File: src/verilog/ternary_macros.svh
// Ternary word geometry shared by the ALU datapath, counter and testbench
`ifndef TERNARY_MACROS_SVH
`define TERNARY_MACROS_SVH

// Trits held in one word
`define TRITS 9

// Two-bit trit code, 11 is -1, 00 is 0, 01 is +1
`define TRIT_BITS 2

// Full word width in bits
`define WORD_BITS (`TRITS * `TRIT_BITS)

// Three-trit opcode, two bits per trit
`define OPCODE_BITS 6

// Wide enough for trit positions 0 to 8
`define COUNT_BITS 4

`endif

File: src/verilog/ternary_pkg.sv
// Ternary ALU types: trit codes, opcodes and sequencer states
`include "ternary_macros.svh"

package ternary_pkg;

    // Unused code 2'b10 is read as zero by the trit unit
    typedef enum logic [`TRIT_BITS-1:0] {
        TRIT_ZERO = 2'b00,
        TRIT_POS  = 2'b01,
        TRIT_NEG  = 2'b11
    } trit_t;

    // Opcode encodings of the instruction set, three trits each
    typedef enum logic [`OPCODE_BITS-1:0] {
        OP_MV    = 6'b000000,
        OP_NOT   = 6'b000011,
        OP_AND   = 6'b000101,
        OP_OR    = 6'b000111,
        OP_XOR   = 6'b001100,
        OP_ADD   = 6'b001101,
        OP_SUB   = 6'b001111,
        OP_COMP  = 6'b010011,
        OP_ANDI  = 6'b010100,
        OP_ADDI  = 6'b010101,
        OP_SRI   = 6'b010111,
        OP_SLI   = 6'b011100,
        OP_LUI   = 6'b011101,
        OP_LI    = 6'b011111,
        OP_BEQ   = 6'b110000,
        OP_BNE   = 6'b110001,
        OP_LOAD  = 6'b110101,
        OP_STORE = 6'b110111,
        OP_HALT  = 6'b111111
    } opcode_t;

    // Request, trit-serial run, result hand-off
    typedef enum logic [1:0] {
        ST_IDLE = 2'b00,
        ST_RUN  = 2'b01,
        ST_DONE = 2'b10
    } seq_state_t;

endpackage

File: src/verilog/trit_lane_if.sv
// Trit lane carrying one trit step between the word datapath and the trit unit
`timescale 1ns/100ps

interface trit_lane_if
    import ternary_pkg::*;
();

    // Operation and operand trits for the current position
    opcode_t opcode;
    trit_t   a;
    trit_t   b;
    // Carry held over from the previous position
    trit_t   carry_in;

    // Combinational answer from the trit unit
    trit_t   result;
    trit_t   carry_out;
    logic    equal;

    // Word side presents the trits
    modport lane (output opcode, a, b, carry_in, input result, carry_out, equal);

    // Trit side computes in the same cycle
    modport unit (input opcode, a, b, carry_in, output result, carry_out, equal);

endinterface

File: src/verilog/alu_sequencer.sv
// ALU control FSM: request accept, nine-trit run phase, result hand-off
`timescale 1ns/100ps

module alu_sequencer
    import ternary_pkg::*;
(
    input  logic clock,
    input  logic arst_n,
    input  logic req_valid,
    input  logic res_ready,
    input  logic last,
    output logic req_ready,
    output logic res_valid,
    output logic load,
    output logic advance,
    output logic count_clear,
    output logic count_enable
);

    seq_state_t state;
    seq_state_t state_next;

    // Only one operation in flight
    assign req_ready = (state == ST_IDLE);
    assign res_valid = (state == ST_DONE);

    // Capture operands on the accepting edge
    assign load        = req_valid && req_ready;
    assign count_clear = load;

    // One trit per run cycle
    assign advance      = (state == ST_RUN);
    assign count_enable = advance;

    always_comb begin
        state_next = state;
        case (state)
            ST_IDLE: begin
                if (load) begin
                    state_next = ST_RUN;
                end
            end
            ST_RUN: begin
                // Top trit goes through the lane this cycle
                if (last) begin
                    state_next = ST_DONE;
                end
            end
            ST_DONE: begin
                // Hold the result under back-pressure
                if (res_ready) begin
                    state_next = ST_IDLE;
                end
            end
            default: begin
                state_next = ST_IDLE;
            end
        endcase
    end

    always_ff @(posedge clock or negedge arst_n) begin
        if (!arst_n) begin
            state <= ST_IDLE;
        end else begin
            state <= state_next;
        end
    end

endmodule

File: src/verilog/ternary_alu.sv
// Trit-serial balanced-ternary ALU with valid/ready request and result channels
`timescale 1ns/100ps
`include "ternary_macros.svh"

module ternary_alu
    import ternary_pkg::*;
(
    input  logic                    clock,
    input  logic                    arst_n,
    input  logic                    req_valid,
    output logic                    req_ready,
    input  logic [`OPCODE_BITS-1:0] req_opcode,
    input  logic [`WORD_BITS-1:0]   req_a,
    input  logic [`WORD_BITS-1:0]   req_b,
    output logic                    res_valid,
    input  logic                    res_ready,
    output logic [`WORD_BITS-1:0]   res_data
);

    logic load;
    logic advance;
    logic count_clear;
    logic count_enable;
    logic last;

    // One trit step per cycle between datapath and trit unit
    trit_lane_if lane_if ();

    alu_sequencer alu_sequencer_inst (
        .clock        (clock),
        .arst_n       (arst_n),
        .req_valid    (req_valid),
        .res_ready    (res_ready),
        .last         (last),
        .req_ready    (req_ready),
        .res_valid    (res_valid),
        .load         (load),
        .advance      (advance),
        .count_clear  (count_clear),
        .count_enable (count_enable)
    );

    trit_counter trit_counter_inst (
        .clock  (clock),
        .arst_n (arst_n),
        .clear  (count_clear),
        .enable (count_enable),
        .last   (last)
    );

    word_datapath word_datapath_inst (
        .clock   (clock),
        .arst_n  (arst_n),
        .load    (load),
        .advance (advance),
        .opcode  (opcode_t'(req_opcode)),
        .a       (req_a),
        .b       (req_b),
        .result  (res_data),
        .lane    (lane_if.lane)
    );

    trit_unit trit_unit_inst (
        .lane (lane_if.unit)
    );

endmodule

File: src/verilog/trit_counter.sv
// Trit position counter, flags the last trit of the word
`timescale 1ns/100ps
`include "ternary_macros.svh"

module trit_counter (
    input  logic clock,
    input  logic arst_n,
    input  logic clear,
    input  logic enable,
    output logic last
);

    // Position of the trit now in the lane
    logic [`COUNT_BITS-1:0] count;

    // Final position of a word
    assign last = (count == `COUNT_BITS'(`TRITS - 1));

    always_ff @(posedge clock or negedge arst_n) begin
        if (!arst_n) begin
            count <= '0;
        end else if (clear) begin
            count <= '0;
        end else if (enable) begin
            // Wrap after the top trit so the count stays in 0..8
            if (last) begin
                count <= '0;
            end else begin
                count <= count + 1'b1;
            end
        end
    end

endmodule

File: src/verilog/trit_unit.sv
// Single-trit ALU: negation, min, max, ternary XOR, full adder and equality
`timescale 1ns/100ps

module trit_unit
    import ternary_pkg::*;
(
    trit_lane_if.unit lane
);

    // Operands with the unused code folded to zero
    trit_t             a_n;
    trit_t             b_n;
    // Second adder input, negated for SUB
    trit_t             b_add;
    logic signed [2:0] sum_v;
    trit_t             add_sum;
    trit_t             add_carry;
    trit_t             min_t;
    trit_t             max_t;
    trit_t             xor_t;
    logic              is_add;

    function automatic trit_t fold(trit_t t);
        case (t)
            TRIT_NEG: return TRIT_NEG;
            TRIT_POS: return TRIT_POS;
            default:  return TRIT_ZERO;
        endcase
    endfunction

    function automatic logic signed [2:0] value(trit_t t);
        case (t)
            TRIT_NEG: return -3'sd1;
            TRIT_POS: return 3'sd1;
            default:  return 3'sd0;
        endcase
    endfunction

    function automatic trit_t negate(trit_t t);
        case (t)
            TRIT_NEG: return TRIT_POS;
            TRIT_POS: return TRIT_NEG;
            default:  return TRIT_ZERO;
        endcase
    endfunction

    assign a_n    = fold(lane.a);
    assign b_n    = fold(lane.b);
    assign is_add = (lane.opcode == OP_ADD) || (lane.opcode == OP_ADDI) ||
                    (lane.opcode == OP_SUB);

    // Subtraction adds the trit-wise negation of b
    assign b_add = (lane.opcode == OP_SUB) ? negate(b_n) : b_n;
    assign sum_v = value(a_n) + value(b_add) + value(lane.carry_in);

    // Full adder, raw sum -3..3 split into carry and sum trit
    always_comb begin
        case (sum_v)
            -3'sd3:  begin add_sum = TRIT_ZERO; add_carry = TRIT_NEG;  end
            -3'sd2:  begin add_sum = TRIT_POS;  add_carry = TRIT_NEG;  end
            -3'sd1:  begin add_sum = TRIT_NEG;  add_carry = TRIT_ZERO; end
            3'sd1:   begin add_sum = TRIT_POS;  add_carry = TRIT_ZERO; end
            3'sd2:   begin add_sum = TRIT_NEG;  add_carry = TRIT_POS;  end
            3'sd3:   begin add_sum = TRIT_ZERO; add_carry = TRIT_POS;  end
            default: begin add_sum = TRIT_ZERO; add_carry = TRIT_ZERO; end
        endcase
    end

    // Ternary AND and OR are min and max
    assign min_t = (value(a_n) < value(b_n)) ? a_n : b_n;
    assign max_t = (value(a_n) > value(b_n)) ? a_n : b_n;

    // XOR: zero passes the other side, opposites cancel, equal nonzero gives -1
    always_comb begin
        if (b_n == TRIT_ZERO) begin
            xor_t = a_n;
        end else if (a_n == TRIT_ZERO) begin
            xor_t = b_n;
        end else if (a_n != b_n) begin
            xor_t = TRIT_ZERO;
        end else begin
            xor_t = TRIT_NEG;
        end
    end

    always_comb begin
        case (lane.opcode)
            OP_NOT:                  lane.result = negate(a_n);
            OP_AND, OP_ANDI:         lane.result = min_t;
            OP_OR:                   lane.result = max_t;
            OP_XOR:                  lane.result = xor_t;
            OP_ADD, OP_ADDI, OP_SUB: lane.result = add_sum;
            // Everything else passes a, COMP is finished in the datapath
            default:                 lane.result = lane.a;
        endcase
    end

    // Carry only ripples for add and subtract
    assign lane.carry_out = is_add ? add_carry : TRIT_ZERO;
    assign lane.equal     = (a_n == b_n);

endmodule

File: src/verilog/word_datapath.sv
// Word datapath: operand and result shift registers around the trit lane
`timescale 1ns/100ps
`include "ternary_macros.svh"

module word_datapath
    import ternary_pkg::*;
(
    input  logic                  clock,
    input  logic                  arst_n,
    input  logic                  load,
    input  logic                  advance,
    input  opcode_t               opcode,
    input  logic [`WORD_BITS-1:0] a,
    input  logic [`WORD_BITS-1:0] b,
    output logic [`WORD_BITS-1:0] result,
    trit_lane_if.lane             lane
);

    // Operation held for the whole word
    opcode_t               op_q;
    // Ripple carry between trit positions
    trit_t                 carry_q;
    // Still equal over all trits seen so far
    logic                  equal_q;

    // Operands shift right, lowest trit in the lane
    logic [`WORD_BITS-1:0] a_q;
    logic [`WORD_BITS-1:0] b_q;
    // Results enter at the top, word is aligned after nine steps
    logic [`WORD_BITS-1:0] res_q;

    assign lane.opcode   = op_q;
    assign lane.a        = trit_t'(a_q[`TRIT_BITS-1:0]);
    assign lane.b        = trit_t'(b_q[`TRIT_BITS-1:0]);
    assign lane.carry_in = carry_q;

    always_ff @(posedge clock or negedge arst_n) begin
        if (!arst_n) begin
            op_q    <= OP_MV;
            carry_q <= TRIT_ZERO;
            equal_q <= 1'b1;
        end else if (load) begin
            op_q    <= opcode;
            carry_q <= TRIT_ZERO;
            equal_q <= 1'b1;
        end else if (advance) begin
            carry_q <= lane.carry_out;
            equal_q <= equal_q && lane.equal;
        end
    end

    always_ff @(posedge clock) begin
        if (load) begin
            a_q <= a;
            b_q <= b;
        end else if (advance) begin
            a_q   <= {{`TRIT_BITS{1'b0}}, a_q[`WORD_BITS-1:`TRIT_BITS]};
            b_q   <= {{`TRIT_BITS{1'b0}}, b_q[`WORD_BITS-1:`TRIT_BITS]};
            res_q <= {lane.result, res_q[`WORD_BITS-1:`TRIT_BITS]};
        end
    end

    // COMP gives +1 in trit 0 on a full match, zero everywhere else
    assign result = (op_q == OP_COMP) ?
                    {{(`WORD_BITS - `TRIT_BITS){1'b0}}, equal_q ? TRIT_POS : TRIT_ZERO} :
                    res_q;

endmodule
File: config.mk
export PLATFORM = sky130hd
export DESIGN_NAME = ternary_alu
export DESIGN_NICKNAME = d
export VERILOG_FILES = /design/src/verilog/ternary_pkg.sv /design/src/verilog/trit_lane_if.sv /design/src/verilog/alu_sequencer.sv /design/src/verilog/ternary_alu.sv /design/src/verilog/trit_counter.sv /design/src/verilog/trit_unit.sv /design/src/verilog/word_datapath.sv
export VERILOG_INCLUDE_DIRS = /design/src /design/src/verilog
export SDC_FILE = /design/constraint.sdc
export NUM_CORES = 1
export LEC_CHECK = 0
export ABC_AREA = 1
export BUFFER_PORTS_ARGS = -buffer_cell sky130_fd_sc_hd__buf_2
export CORE_ASPECT_RATIO = 1.5
export CORE_MARGIN = 2
export CORE_UTILIZATION = 56
export CTS_BUF_LIST = sky130_fd_sc_hd__clkbuf_16
export DETAILED_ROUTE_END_ITERATION = 6
export PLACE_DENSITY = 0.88
export SLEW_MARGIN = 20
export SYNTH_ARGS = -nofsm -noshare
export SYNTH_HDL_FRONTEND = slang
export SYNTH_HIERARCHICAL = 1
export SYNTH_SLANG_ARGS = --single-unit
File: constraint.sdc
create_clock -name clock -period 3.2 [get_ports clock]
set_clock_uncertainty 0.2 [all_clocks]
set_input_delay 0.64 -clock clock [delete_from_list [all_inputs] [get_ports clock]]
set_output_delay 0.64 -clock clock [all_outputs]
set_load 0.05 [all_outputs]
==> results of run 1 <==
-- cell usage after synthesis --
| cell | number |
|---|---|
| ha_1 | 5 |
| fa_1 | 2 |
| clkinv_1 | 1 |
| nor2_1 | 15 |
| nand3_2 | 1 |
| nand2_2 | 11 |
| clkbuf_1 | 1 |
| nand3_4 | 1 |
| dfstp_2 | 1 |
| a21oi_2 | 1 |
| inv_2 | 5 |
| a21oi_1 | 5 |
| inv_1 | 57 |
| o21ai_0 | 6 |
| inv_4 | 1 |
| or3_1 | 1 |
| dfrtp_1 | 14 |
| nand3_1 | 26 |
| buf_6 | 3 |
| nor2_2 | 6 |
| buf_4 | 6 |
| nand2_1 | 189 |
| buf_2 | 7 |
| o22a_1 | 1 |
| o21ai_1 | 1 |
| nand4_1 | 4 |
| edfxtp_1 | 54 |
| nor3_1 | 1 |
| nor2_4 | 2 |
-- final timing paths --
check / from / endpoint / slack (ns) / cells after the start
setup / recovery: word_datapath_inst/lane.opcode[4]$_DFFE_PN0P_ / word_datapath_inst/res_q[17]$_DFFE_PP_ / 0.25 / 17
hold / removal: arst_n / trit_counter_inst/count[1]$_DFFE_PN0P_ / 0.002 / 1
setup reg to reg: word_datapath_inst/lane.opcode[4]$_DFFE_PN0P_ / word_datapath_inst/res_q[17]$_DFFE_PP_ / 0.25 / 17
hold reg to reg: word_datapath_inst/res_q[14]$_DFFE_PP_ / word_datapath_inst/res_q[12]$_DFFE_PP_ / 0.25 / 0
max in group asynchronous: arst_n / word_datapath_inst/equal_q$_DFFE_PN1P_ / 2.50 / 1
min in group clock: word_datapath_inst/res_q[14]$_DFFE_PP_ / word_datapath_inst/res_q[12]$_DFFE_PP_ / 0.25 / 0
-- repair_timing --
item,4_1_cts,5_1_grt
endpoints found under the setup margin,0,2
setup buffers,0,0
resized for setup,0,7
-- power by group --
group          switching [W]  internal [W]  total [W]
sequential          0.000253       0.00160    0.00185
clock               0.000374      0.000526   0.000900
combinational        0.00155      0.000602    0.00215
total                0.00217       0.00273    0.00490
-- per-stage QoR --
step | worst slack (ns) | hold slack, ns | instance area, um^2
2_1_floorplan | 0.265 | 0.144 | 3630
3_5_place_dp | 0.232 | 0.237 | 3940
4_1_cts | 0.166 | 0.00900 | 4220
6_report | 0.250 | 0.00225 | 4240
3_3_place_gp | 0.406 | 0.235 | 3940
5_1_grt | 0.0261 | 0.0147 | 4240
-- cell type report --
type	instances	area share, %
clock buffer	9	5.32
clock inverter	7	1.18
inverter	64	5.73
multi-input combinational	278	30.3
sequential	69	47.2
tap	74	2.19
timing repair buffer	67	8.04
-- flip-flops by register name, summed over array words and instances (netlist names) --
name,flops
word_datapath_inst/equal_q,1
alu_sequencer_inst/state,2
word_datapath_inst/b_q,18
word_datapath_inst/lane.carry_in,2
word_datapath_inst/a_q,18
word_datapath_inst/res_q,18
word_datapath_inst/lane.opcode,6
trit_counter_inst/count,4
-- critical path: stages, from the launching register on --
cell     delay [ns]
dfrtp_2        0.44
nor2_4         0.16
inv_2          0.05
nor3_2         0.13
o21ai_0        0.11
o21ai_1        0.11
fa_1           0.48
inv_2          0.10
ha_2           0.20
inv_1          0.06
nand2_1        0.10
nand2_1        0.09
nand2_2        0.08
nand3_1        0.09
nand3_2        0.08
nand2_1        0.05
nor2_1         0.10
nand3_1        0.07
-- cells by family after synthesis --
kind of cell / synth area share [%]
buffers and inverters: 9.93
AND/OR/NAND/NOR: 30.0
adder cells (fa/ha/maj): 2.83
AO/OA/AOI/OAI: 2.14
flip-flops: 55.1
-- per-layer routing --
layer | vias to the layer above | GRT usage [%]
met1 | 1277 | 23.4
met3 | 11 | 5.67
met5 | - | 0
li1 | 1447 | -
met4 | 0 | 8.58
met2 | 97 | 38.9
-- placed cells by master (no fill, tap or decap), drive strengths merged --
master	synthesis	layout
clkinv	1	4
dfstp	1	1
dfrtp	14	14
inv	63	65
o21ai	7	7
ha	5	5
nor2	23	23
nand3	28	28
buf	16	67
nand4	4	4
fa	2	2
clkbuf	1	9
clkinvlp	0	2
nor3	1	1
edfxtp	54	54
a21oi	6	6
nand2	200	200
or3	1	1
o22a	1	1
==> run_results.csv, run 1 <==
group,metric,value,unit
status,status,"finished, final reports clean",
drt,drtAntennaViolNets,0,
place,place_hpwl,5.02,mm
sta,worstMarginPinSlew,0.451,ns
power,vdd_drop_max,0.000520,V
clock_tree,cts_root_buf,"clkbuf_16",
clock_tree,cts_tree,"done",
drt,remaining_drc_errors,0,
global_route,antenna_found_initial,0,
yosys,syn_avg_cell_area,8.47,um^2
critical_path,arrival,2.83,ns
global_route,grt_start_max_net_pins,49,
yosys,syn-num-nets,481,
floorplanning,rows,35,
floorplanning,io_pins,66,
flow_run,cap_violations,0,
yosys,yosys.area.top_type,"edfxtp_1",
floorplanning,start_util,58.3,%
sta,min_period,2.95,ns
global_route,gr-usage-all-layers,21.2,%
yosys,ys_seq_elements,69,
place,place_inst,552,
sta,fmax,339,MHz
final_layout,postLayoutCoreUtil,68.1,%
critical_path,endpoint_kind,"flop",
place,portBuffers,65,
critical_path,path_max_fanout,4,
clock_tree,cts_buffer_depth,2,
drt,wl_per_cell,12.1,um
yosys,netlist_instances,428,
clock_tree,clk_latency,0.33,ns
power,power,0.00490,W
floorplanning,die_area,0.00715,mm^2
final_layout,insertedDiodeCount,0,
place,place.gp.congestion,0.898,
final_layout,fillers,503,
drt,wl_met1,2.74,mm
floorplanning,die_w,69.7,um
floorplanning,core,0.00622,mm^2
global_route,grt-ovfl-total,0,
sta,fin_setup_tns,0,ns
sta,finalHoldViolCount,0,
clock_tree,numCtsBuffers,9,
min_path,hp-class,"in -> async",
final_layout,multi_input_area,0.00128,mm^2
global_route,grt_pass1_vias,2743,
yosys,mappedNetlistArea,0.00363,mm^2
sta,period_share,92.2,%
final_layout,fin_nets,542,
clock_tree,cts_sinks,69,
final_layout,drive_gt1_share,23.5,%
final_layout,regArea,0.00200,mm^2
drt,wl_met3,392,um
drt,dr_total_vias,2832,
sta,maxSlewHeadroom,69.9,%
final_layout,stdcell_count,568,
drt,dr.first_iter.drc_count,194,
global_route,grt_pass1_wl,11.8,mm
clock_tree,cts.clk_slew.worst_paths,0.06,ns
power,p_leak,2.23,nW
power,powerDensity,1160,mW/mm^2
yosys,ys_seq_area_share,55.1,%
critical_path,worstSetupPathType,"reg -> reg",
yosys,yosysWarnings,6,
sta,setup_viol,0,
drt,drt-vias-per-instance,4.99,
yosys,synth_area_leaders,"edfxtp_1, nand2_1, dfrtp_1, inv_1, nand3_1",
final_layout,syn_to_final_growth,16.8,%
critical_path,crit_required,3.08,ns
clock_tree,postCtsHoldBufs,0,
yosys,synth_top_area_share,44.7,%
drt,dr_wl_met2,3.64,mm
clock_tree,h-tree-depth,3,
drt,drt-pass1-iter-count,4,
drt,wl,6.89,mm
floorplanning,die_h,103,um
sta,rsz0062_at_grt,"false",
critical_path,start_kind,"flop",
yosys,synthDistinctLibCells,29,
sta,maxSlewViolCount,0,
drt,top_layer_used,"met4",
No activity file was read; power rests on OpenSTA's default activity.
==> run 2: changes to the inputs <==
--- a/config.mk
+++ b/config.mk
@@ -10,10 +10,10 @@
 export BUFFER_PORTS_ARGS = -buffer_cell sky130_fd_sc_hd__buf_2
 export CORE_ASPECT_RATIO = 1.5
 export CORE_MARGIN = 2
-export CORE_UTILIZATION = 56
+export CORE_UTILIZATION = 41
 export CTS_BUF_LIST = sky130_fd_sc_hd__clkbuf_16
 export DETAILED_ROUTE_END_ITERATION = 6
-export PLACE_DENSITY = 0.88
+export PLACE_DENSITY = 0.7
 export SLEW_MARGIN = 20
 export SYNTH_ARGS = -nofsm -noshare
 export SYNTH_HDL_FRONTEND = slang
==> run 2 against run 1 <==
Effect of this change:
- final cell count rose by 6.7%
- register-to-register slack improved by 0.02 ns
- cell area grew 2.2%
- critical endpoint unchanged
- via count down 1.8%
- largest cell class unchanged
- global-route usage is 5.3 points lower
- critical path depth unchanged
- maximum frequency up 0.53%
- die area is 35% higher
- critical path type unchanged
- total power is 3.0% higher
- core utilization decreased by 18 points
- flip-flop and latch count did not move
==> run_results.csv, run 2 (same netlist as run 1, synthesis figures left out) <==
group,metric,value,unit
status,status,"finished, final reports clean",
clock_tree,cts_buffer_depth,2,
critical_path,crit_required,3.07,ns
final_layout,syn_to_final_growth,19.4,%
drt,dr.first_iter.drc_count,145,
final_layout,final_common_cell,"nand2_1",
global_route,grt-ovfl-total,0,
final_layout,regArea,0.00200,mm^2
place,place.gp.congestion,0.808,
drt,wl_met3,419,um
drt,dr_wl_met2,3.50,mm
critical_path,arrival,2.81,ns
critical_path,path_max_fanout,4,
clock_tree,cts.clk_slew.worst_paths,0.06,ns
power,switching_power,0.00215,W
power,p_int,0.00290,W
power,power,0.00505,W
final_layout,insertedDiodeCount,0,
sta,worstMarginPinSlew,0.457,ns
clock_tree,cts_root_buf,"clkbuf_16",
place,place_hpwl,5.11,mm
sta,period_share,91.7,%
sta,finalHoldViolCount,0,
drt,drt-pass1-iter-count,5,
sta,rsz0062_at_grt,"false",
final_layout,fin_nets,544,
floorplanning,core,0.00872,mm^2
sta,fin_setup_tns,0,ns
flow_run,cap_violations,0,
floorplanning,start_util,41.6,%
global_route,grt_pass1_wl,11.7,mm
power,pwr-share-clk,20.5,%
drt,top_layer_used,"met4",
power,swShare,42.6,%
global_route,grt_pass1_vias,2773,
global_route,gr-usage-all-layers,15.8,%
clock_tree,h-tree-depth,3,
drt,wl,6.99,mm
global_route,grt_start_max_net_pins,49,
drt,wl_met1,2.80,mm
critical_path,endpoint_kind,"flop",
floorplanning,rows,42,
final_layout,postLayoutCoreUtil,49.6,%
power,p_seq_share,36.6,%
power,pwr-share-comb,42.9,%
power,powerDensity,1170,mW/mm^2
floorplanning,die_w,80.8,um
power,p_leak,2.27,nW
drt,remaining_drc_errors,0,
drt,drtAntennaViolNets,0,
place,postPlaceCellArea,0.00399,mm^2
drt,wl_per_cell,11.5,um
global_route,antenna_found_initial,0,
drt,dr_total_vias,2780,
clock_tree,clk_latency,0.33,ns
sta,fmax,341,MHz
final_layout,fillers,848,
floorplanning,io_pins,66,
floorplanning,die_area,0.00963,mm^2
final_layout,design_area,0.00433,mm^2
final_layout,drive_gt1_share,23.0,%
sta,min_period,2.93,ns
clock_tree,cts_sinks,69,
sta,maxSlewViolCount,0,
critical_path,worstSetupPathType,"reg -> reg",
final_layout,top_regs,"word_datapath_inst/a_q x18, word_datapath_inst/b_q x18, word_datapath_inst/res_q x18",
drt,drt-vias-per-instance,4.59,
sta,holdWs,0.00814,ns
clock_tree,postCtsHoldBufs,0,
floorplanning,die_h,119,um
final_layout,final_cell_mix,"nand2_1, buf_2, inv_1",
sta,maxSlewHeadroom,69.6,%
final_layout,multi_input_area,0.00128,mm^2
critical_path,start_kind,"flop",
power,vdd_drop_max,0.000609,V
clock_tree,cts_tree,"done",
min_path,hp-class,"in -> async",
clock_tree,numCtsBuffers,9,
place,portBuffers,65,
sta,setup_viol,0,
## run 2: cell count changes in the layout (fill, tap and decap cells not counted), moves of 2 or more
cell        before  now
dfrtp_1         12   14
dfrtp_2          2    0
inv_6            2    0
buf_4            2    4
bufinv_16        0    2
clkinvlp_4       2    0
## run 2: worst paths after layout
path,to,cells past startpoint,slack [ns],startpoint
hold / removal,trit_counter_inst/count[2]$_DFFE_PN0P_,1,0.008,arst_n
setup reg to reg,word_datapath_inst/res_q[17]$_DFFE_PP_,17,0.27,word_datapath_inst/lane.opcode[5]$_DFFE_PN0P_
setup / recovery,word_datapath_inst/res_q[17]$_DFFE_PP_,17,0.27,word_datapath_inst/lane.opcode[5]$_DFFE_PN0P_
min in group clock,word_datapath_inst/res_q[7]$_DFFE_PP_,0,0.25,word_datapath_inst/res_q[9]$_DFFE_PP_
max in group asynchronous,word_datapath_inst/equal_q$_DFFE_PN1P_,1,2.49,arst_n
hold reg to reg,word_datapath_inst/res_q[7]$_DFFE_PP_,0,0.25,word_datapath_inst/res_q[9]$_DFFE_PP_
## run 2: layout make-up
| class | instances | share of cell area (%) |
|---|---|---|
| clock buffer | 9 | 5.20 |
| timing repair buffer | 69 | 8.21 |
| sequential | 69 | 46.2 |
| inverter | 64 | 5.61 |
| tap | 110 | 3.18 |
| multi-input combinational | 278 | 29.5 |
| clock inverter | 7 | 2.11 |
## run 2: routing by layer
metal | track usage, % | up-vias
met5 | 0 | -
met4 | 9.22 | 0
met3 | 4.17 | 21
met2 | 26.8 | 89
met1 | 17.4 | 1219
li1 | - | 1451
## run 2: power groups by stage
stage / Clock (W) / Sequential (W) / Combinational, W
after floorplan: 0 / 0.00177 / 0.00177
after global placement: 0 / 0.00184 / 0.00205
after detailed placement: 0 / 0.00186 / 0.00213
after CTS: 0.00106 / 0.00185 / 0.00213
after global routing: 0.00109 / 0.00191 / 0.00243
final: 0.00103 / 0.00185 / 0.00216
## run 2: repair_timing
action,4_1_cts,5_1_grt
gates resized for setup,0,3
buffers inserted,0,2
setup endpoints to repair,0,3
## run 2: through the flow
stage,cells,setup WS (ns)
global placement,588,0.404
CTS,604,0.197
detailed placement,588,0.210
finish,606,0.266
floorplan,428,0.265
global route,606,0.00179
## run 2: critical path, cell delays in order (launching register included)
cell	delay (ns)
dfrtp_1	0.45
nor2_4	0.15
inv_2	0.06
nor3_2	0.14
o21ai_0	0.11
o21ai_1	0.13
fa_1	0.48
inv_2	0.09
ha_1	0.19
inv_1	0.07
nand2_1	0.08
nand2_1	0.05
nand2_1	0.09
nand3_1	0.09
nand3_2	0.08
nand2_1	0.05
nor2_1	0.09
nand3_1	0.08
==> run 3: changes to the inputs <==
--- a/config.mk
+++ b/config.mk
@@ -10,10 +10,10 @@
 export BUFFER_PORTS_ARGS = -buffer_cell sky130_fd_sc_hd__buf_2
 export CORE_ASPECT_RATIO = 1.5
 export CORE_MARGIN = 2
-export CORE_UTILIZATION = 41
-export CTS_BUF_LIST = sky130_fd_sc_hd__clkbuf_16
+export CORE_UTILIZATION = 48
+export CTS_BUF_LIST = sky130_fd_sc_hd__clkbuf_4
 export DETAILED_ROUTE_END_ITERATION = 6
-export PLACE_DENSITY = 0.7
+export PLACE_DENSITY = 0.78
 export SLEW_MARGIN = 20
 export SYNTH_ARGS = -nofsm -noshare
 export SYNTH_HDL_FRONTEND = slang
==> run 3 against run 2 <==
Effect of this change:
- register-to-register slack about the same
- maximum frequency up 0.46%
- largest cell class unchanged
- largest power group unchanged
- combinational power about the same
- via count up 3.2%
- critical path type unchanged
- total power down 10%
- critical path depth unchanged
==> run_results.csv, run 3 (same netlist as run 1, synthesis figures left out) <==
group,metric,value,unit
critical_path,endpoint_kind,"flop",
sta,holdWs,0.234,ns
min_path,hold_path_end,"alu_sequencer_inst/state[0]$_DFFE_PN0P_",
drt,dr_total_vias,2869,
final_layout,insertedDiodeCount,0,
drt,drtAntennaViolNets,0,
critical_path,crit_required,3.17,ns
final_layout,final_cell_mix,"nand2_1, buf_2, inv_1",
sta,worstMarginPinSlew,0.460,ns
clock_tree,cts_tree,"done",
status,status,"finished, final reports clean",
drt,wl_per_cell,11.7,um
final_layout,final_common_cell,"nand2_1",
sta,min_period,2.92,ns
place,place.gp.congestion,0.794,
min_path,hold_path_depth,3,
global_route,grt_start_max_net_pins,49,
critical_path,max_stage_delay,0.49,ns
final_layout,design_area,0.00414,mm^2
sta,finalHoldViolCount,0,
critical_path,worstSetupPathType,"reg -> reg",
min_path,hp-class,"in -> reg",
sta,fin_setup_tns,0,ns
floorplanning,die_w,75.0,um
clock_tree,cts_sinks,69,
clock_tree,cts_setup_buffers,0,
power,power,0.00454,W
critical_path,path_max_fanout,4,
power,p_leak,2.18,nW
critical_path,ff2ff_path_depth,17,
critical_path,crit_chain,"nor2_4 > inv_2 > nor3_2 > o21ai_0 > o21ai_0 > fa_1 > inv_2 > ha_1 > inv_1 > nand2_1 > nand2_1 > nand2_1 > nand3_1 > nand3_2 > nand2_1 > nor2_1 > nand3_1",
critical_path,r2r-start,"word_datapath_inst/lane.opcode[4]$_DFFE_PN0P_",
critical_path,critPathSlowestCell,"fa_1",
global_route,grt_pass1_wl,11.4,mm
clock_tree,numCtsBuffers,9,
sta,period_share,91.3,%
global_route,grt_pass1_vias,2758,
drt,wl,6.94,mm
power,vdd_drop_max,0.000488,V
critical_path,cp_common_cell,"nand2_1",
drt,dr.first_iter.drc_count,127,
place,portBuffers,65,
sta,rsz0062_at_grt,"false",
clock_tree,clk_latency,0.42,ns
floorplanning,die_h,110,um
sta,maxSlewViolCount,0,
critical_path,r2r_setup_slack,0.28,ns
global_route,grt-ovfl-total,0,
floorplanning,start_util,49.9,%
critical_path,arrival,2.89,ns
floorplanning,die_area,0.00828,mm^2
final_layout,drive_gt1_share,23.0,%
flow_run,cap_violations,0,
clock_tree,cts_buffer_depth,2,
power,powerDensity,1100,mW/mm^2
place,place_hpwl,5.03,mm
final_layout,top_regs,"word_datapath_inst/a_q x18, word_datapath_inst/b_q x18, word_datapath_inst/res_q x18",
final_layout,fin_nets,543,
min_path,min_from,"req_valid",
final_layout,stdcell_count,595,
drt,remaining_drc_errors,0,
drt,drt-pass1-iter-count,4,
global_route,gr-usage-all-layers,17.9,%
floorplanning,rows,38,
final_layout,syn_to_final_growth,14.0,%
floorplanning,core,0.00727,mm^2
critical_path,r2r_end,"word_datapath_inst/res_q[17]$_DFFE_PP_",
clock_tree,cts_root_buf,"clkbuf_4",
sta,fmax,342,MHz
global_route,antenna_found_initial,0,
sta,maxSlewHeadroom,69.3,%
place,place_inst,578,
place,postPlaceCellArea,0.00398,mm^2
clock_tree,h-tree-depth,3,
floorplanning,io_pins,66,
final_layout,fillers,683,
critical_path,start_kind,"flop",
drt,drt-vias-per-instance,4.82,
sta,setup_viol,0,
clock_tree,cts.clk_slew.worst_paths,0.12,ns
run 3: changes by cell type in the layout (fill, tap and decap cells not counted), sizes merged:
| cell | before | now |
|---|---|---|
| inv | 64 | 63 |
| clkbuf | 9 | 10 |
| bufinv | 2 | 1 |
| buf | 69 | 67 |
| dlygate4sd3 | 0 | 1 |
| clkinvlp | 0 | 2 |
| clkinv | 5 | 4 |
run 3: how the worst max path moves through the flow:
stage,startpoint,to,slack (ns),depth (start not counted)
finish,word_datapath_inst/lane.opcode[4]$_DFFE_PN0P_,word_datapath_inst/res_q[17]$_DFFE_PP_,0.28,17
global route,word_datapath_inst/lane.opcode[0]$_DFFE_PN0P_,word_datapath_inst/res_q[17]$_DFFE_PP_,0.07,16
CTS,word_datapath_inst/lane.opcode[4]$_DFFE_PN0P_,word_datapath_inst/res_q[17]$_DFFE_PP_,0.22,17
detailed placement,word_datapath_inst/lane.opcode[5]$_DFFE_PN0P_,word_datapath_inst/res_q[17]$_DFFE_PP_,0.24,17
global placement,word_datapath_inst/lane.opcode[5]$_DFFE_PN0P_,word_datapath_inst/res_q[17]$_DFFE_PP_,0.41,15
floorplan,alu_sequencer_inst/state[0]$_DFFE_PN0P_,word_datapath_inst/a_q[0]$_DFFE_PP_,0.27,8
run 3: power by group:
group	switching [W]	internal (W)	leakage, nW
combinational	0.00154	0.000594	1.35
clock	0.000310	0.000245	0.0724
sequential	0.000252	0.00159	0.750
run 3: what timing repair did:
action,CTS,global route
gates resized for setup,0,3
hold buffers,1,0
setup endpoints to repair,0,3
hold endpoints to repair,14,0
run 3: through the flow:
step           setup slack, ns  util, %
2_1_floorplan            0.265        -
3_3_place_gp             0.414     54.6
3_5_place_dp             0.244     54.6
4_1_cts                  0.222     56.7
5_1_grt                 0.0665     56.8
6_report                 0.279     56.8
run 3: cell type report:
class                   instances  area (um^2)  share of cell area, %
well taps                     100          125                   3.03
clock inverters                 6         63.8                   1.54
clock buffers                  10         75.1                   1.82
flip-flops and latches         69         2000                   48.4
repair buffers                 68          350                   8.47
multi-input cells             278         1280                   30.9
inverters                      64          243                   5.87
run 3: per-layer routing:
metal	up-vias	track usage [%]	routed length [um]
met5	-	0	0
met4	0	9.17	216
met3	16	5.20	402
met2	105	29.9	3430
met1	1300	19.9	2890
li1	1448	-	-
run 3: critical path, delay by kind of cell (launching register included):
family / cells / cell delay, ns
compound gates: 2 / 0.20
fa+ha+maj: 2 / 0.68
buf+inv: 3 / 0.21
flops: 1 / 0.45
simple gates: 10 / 0.92
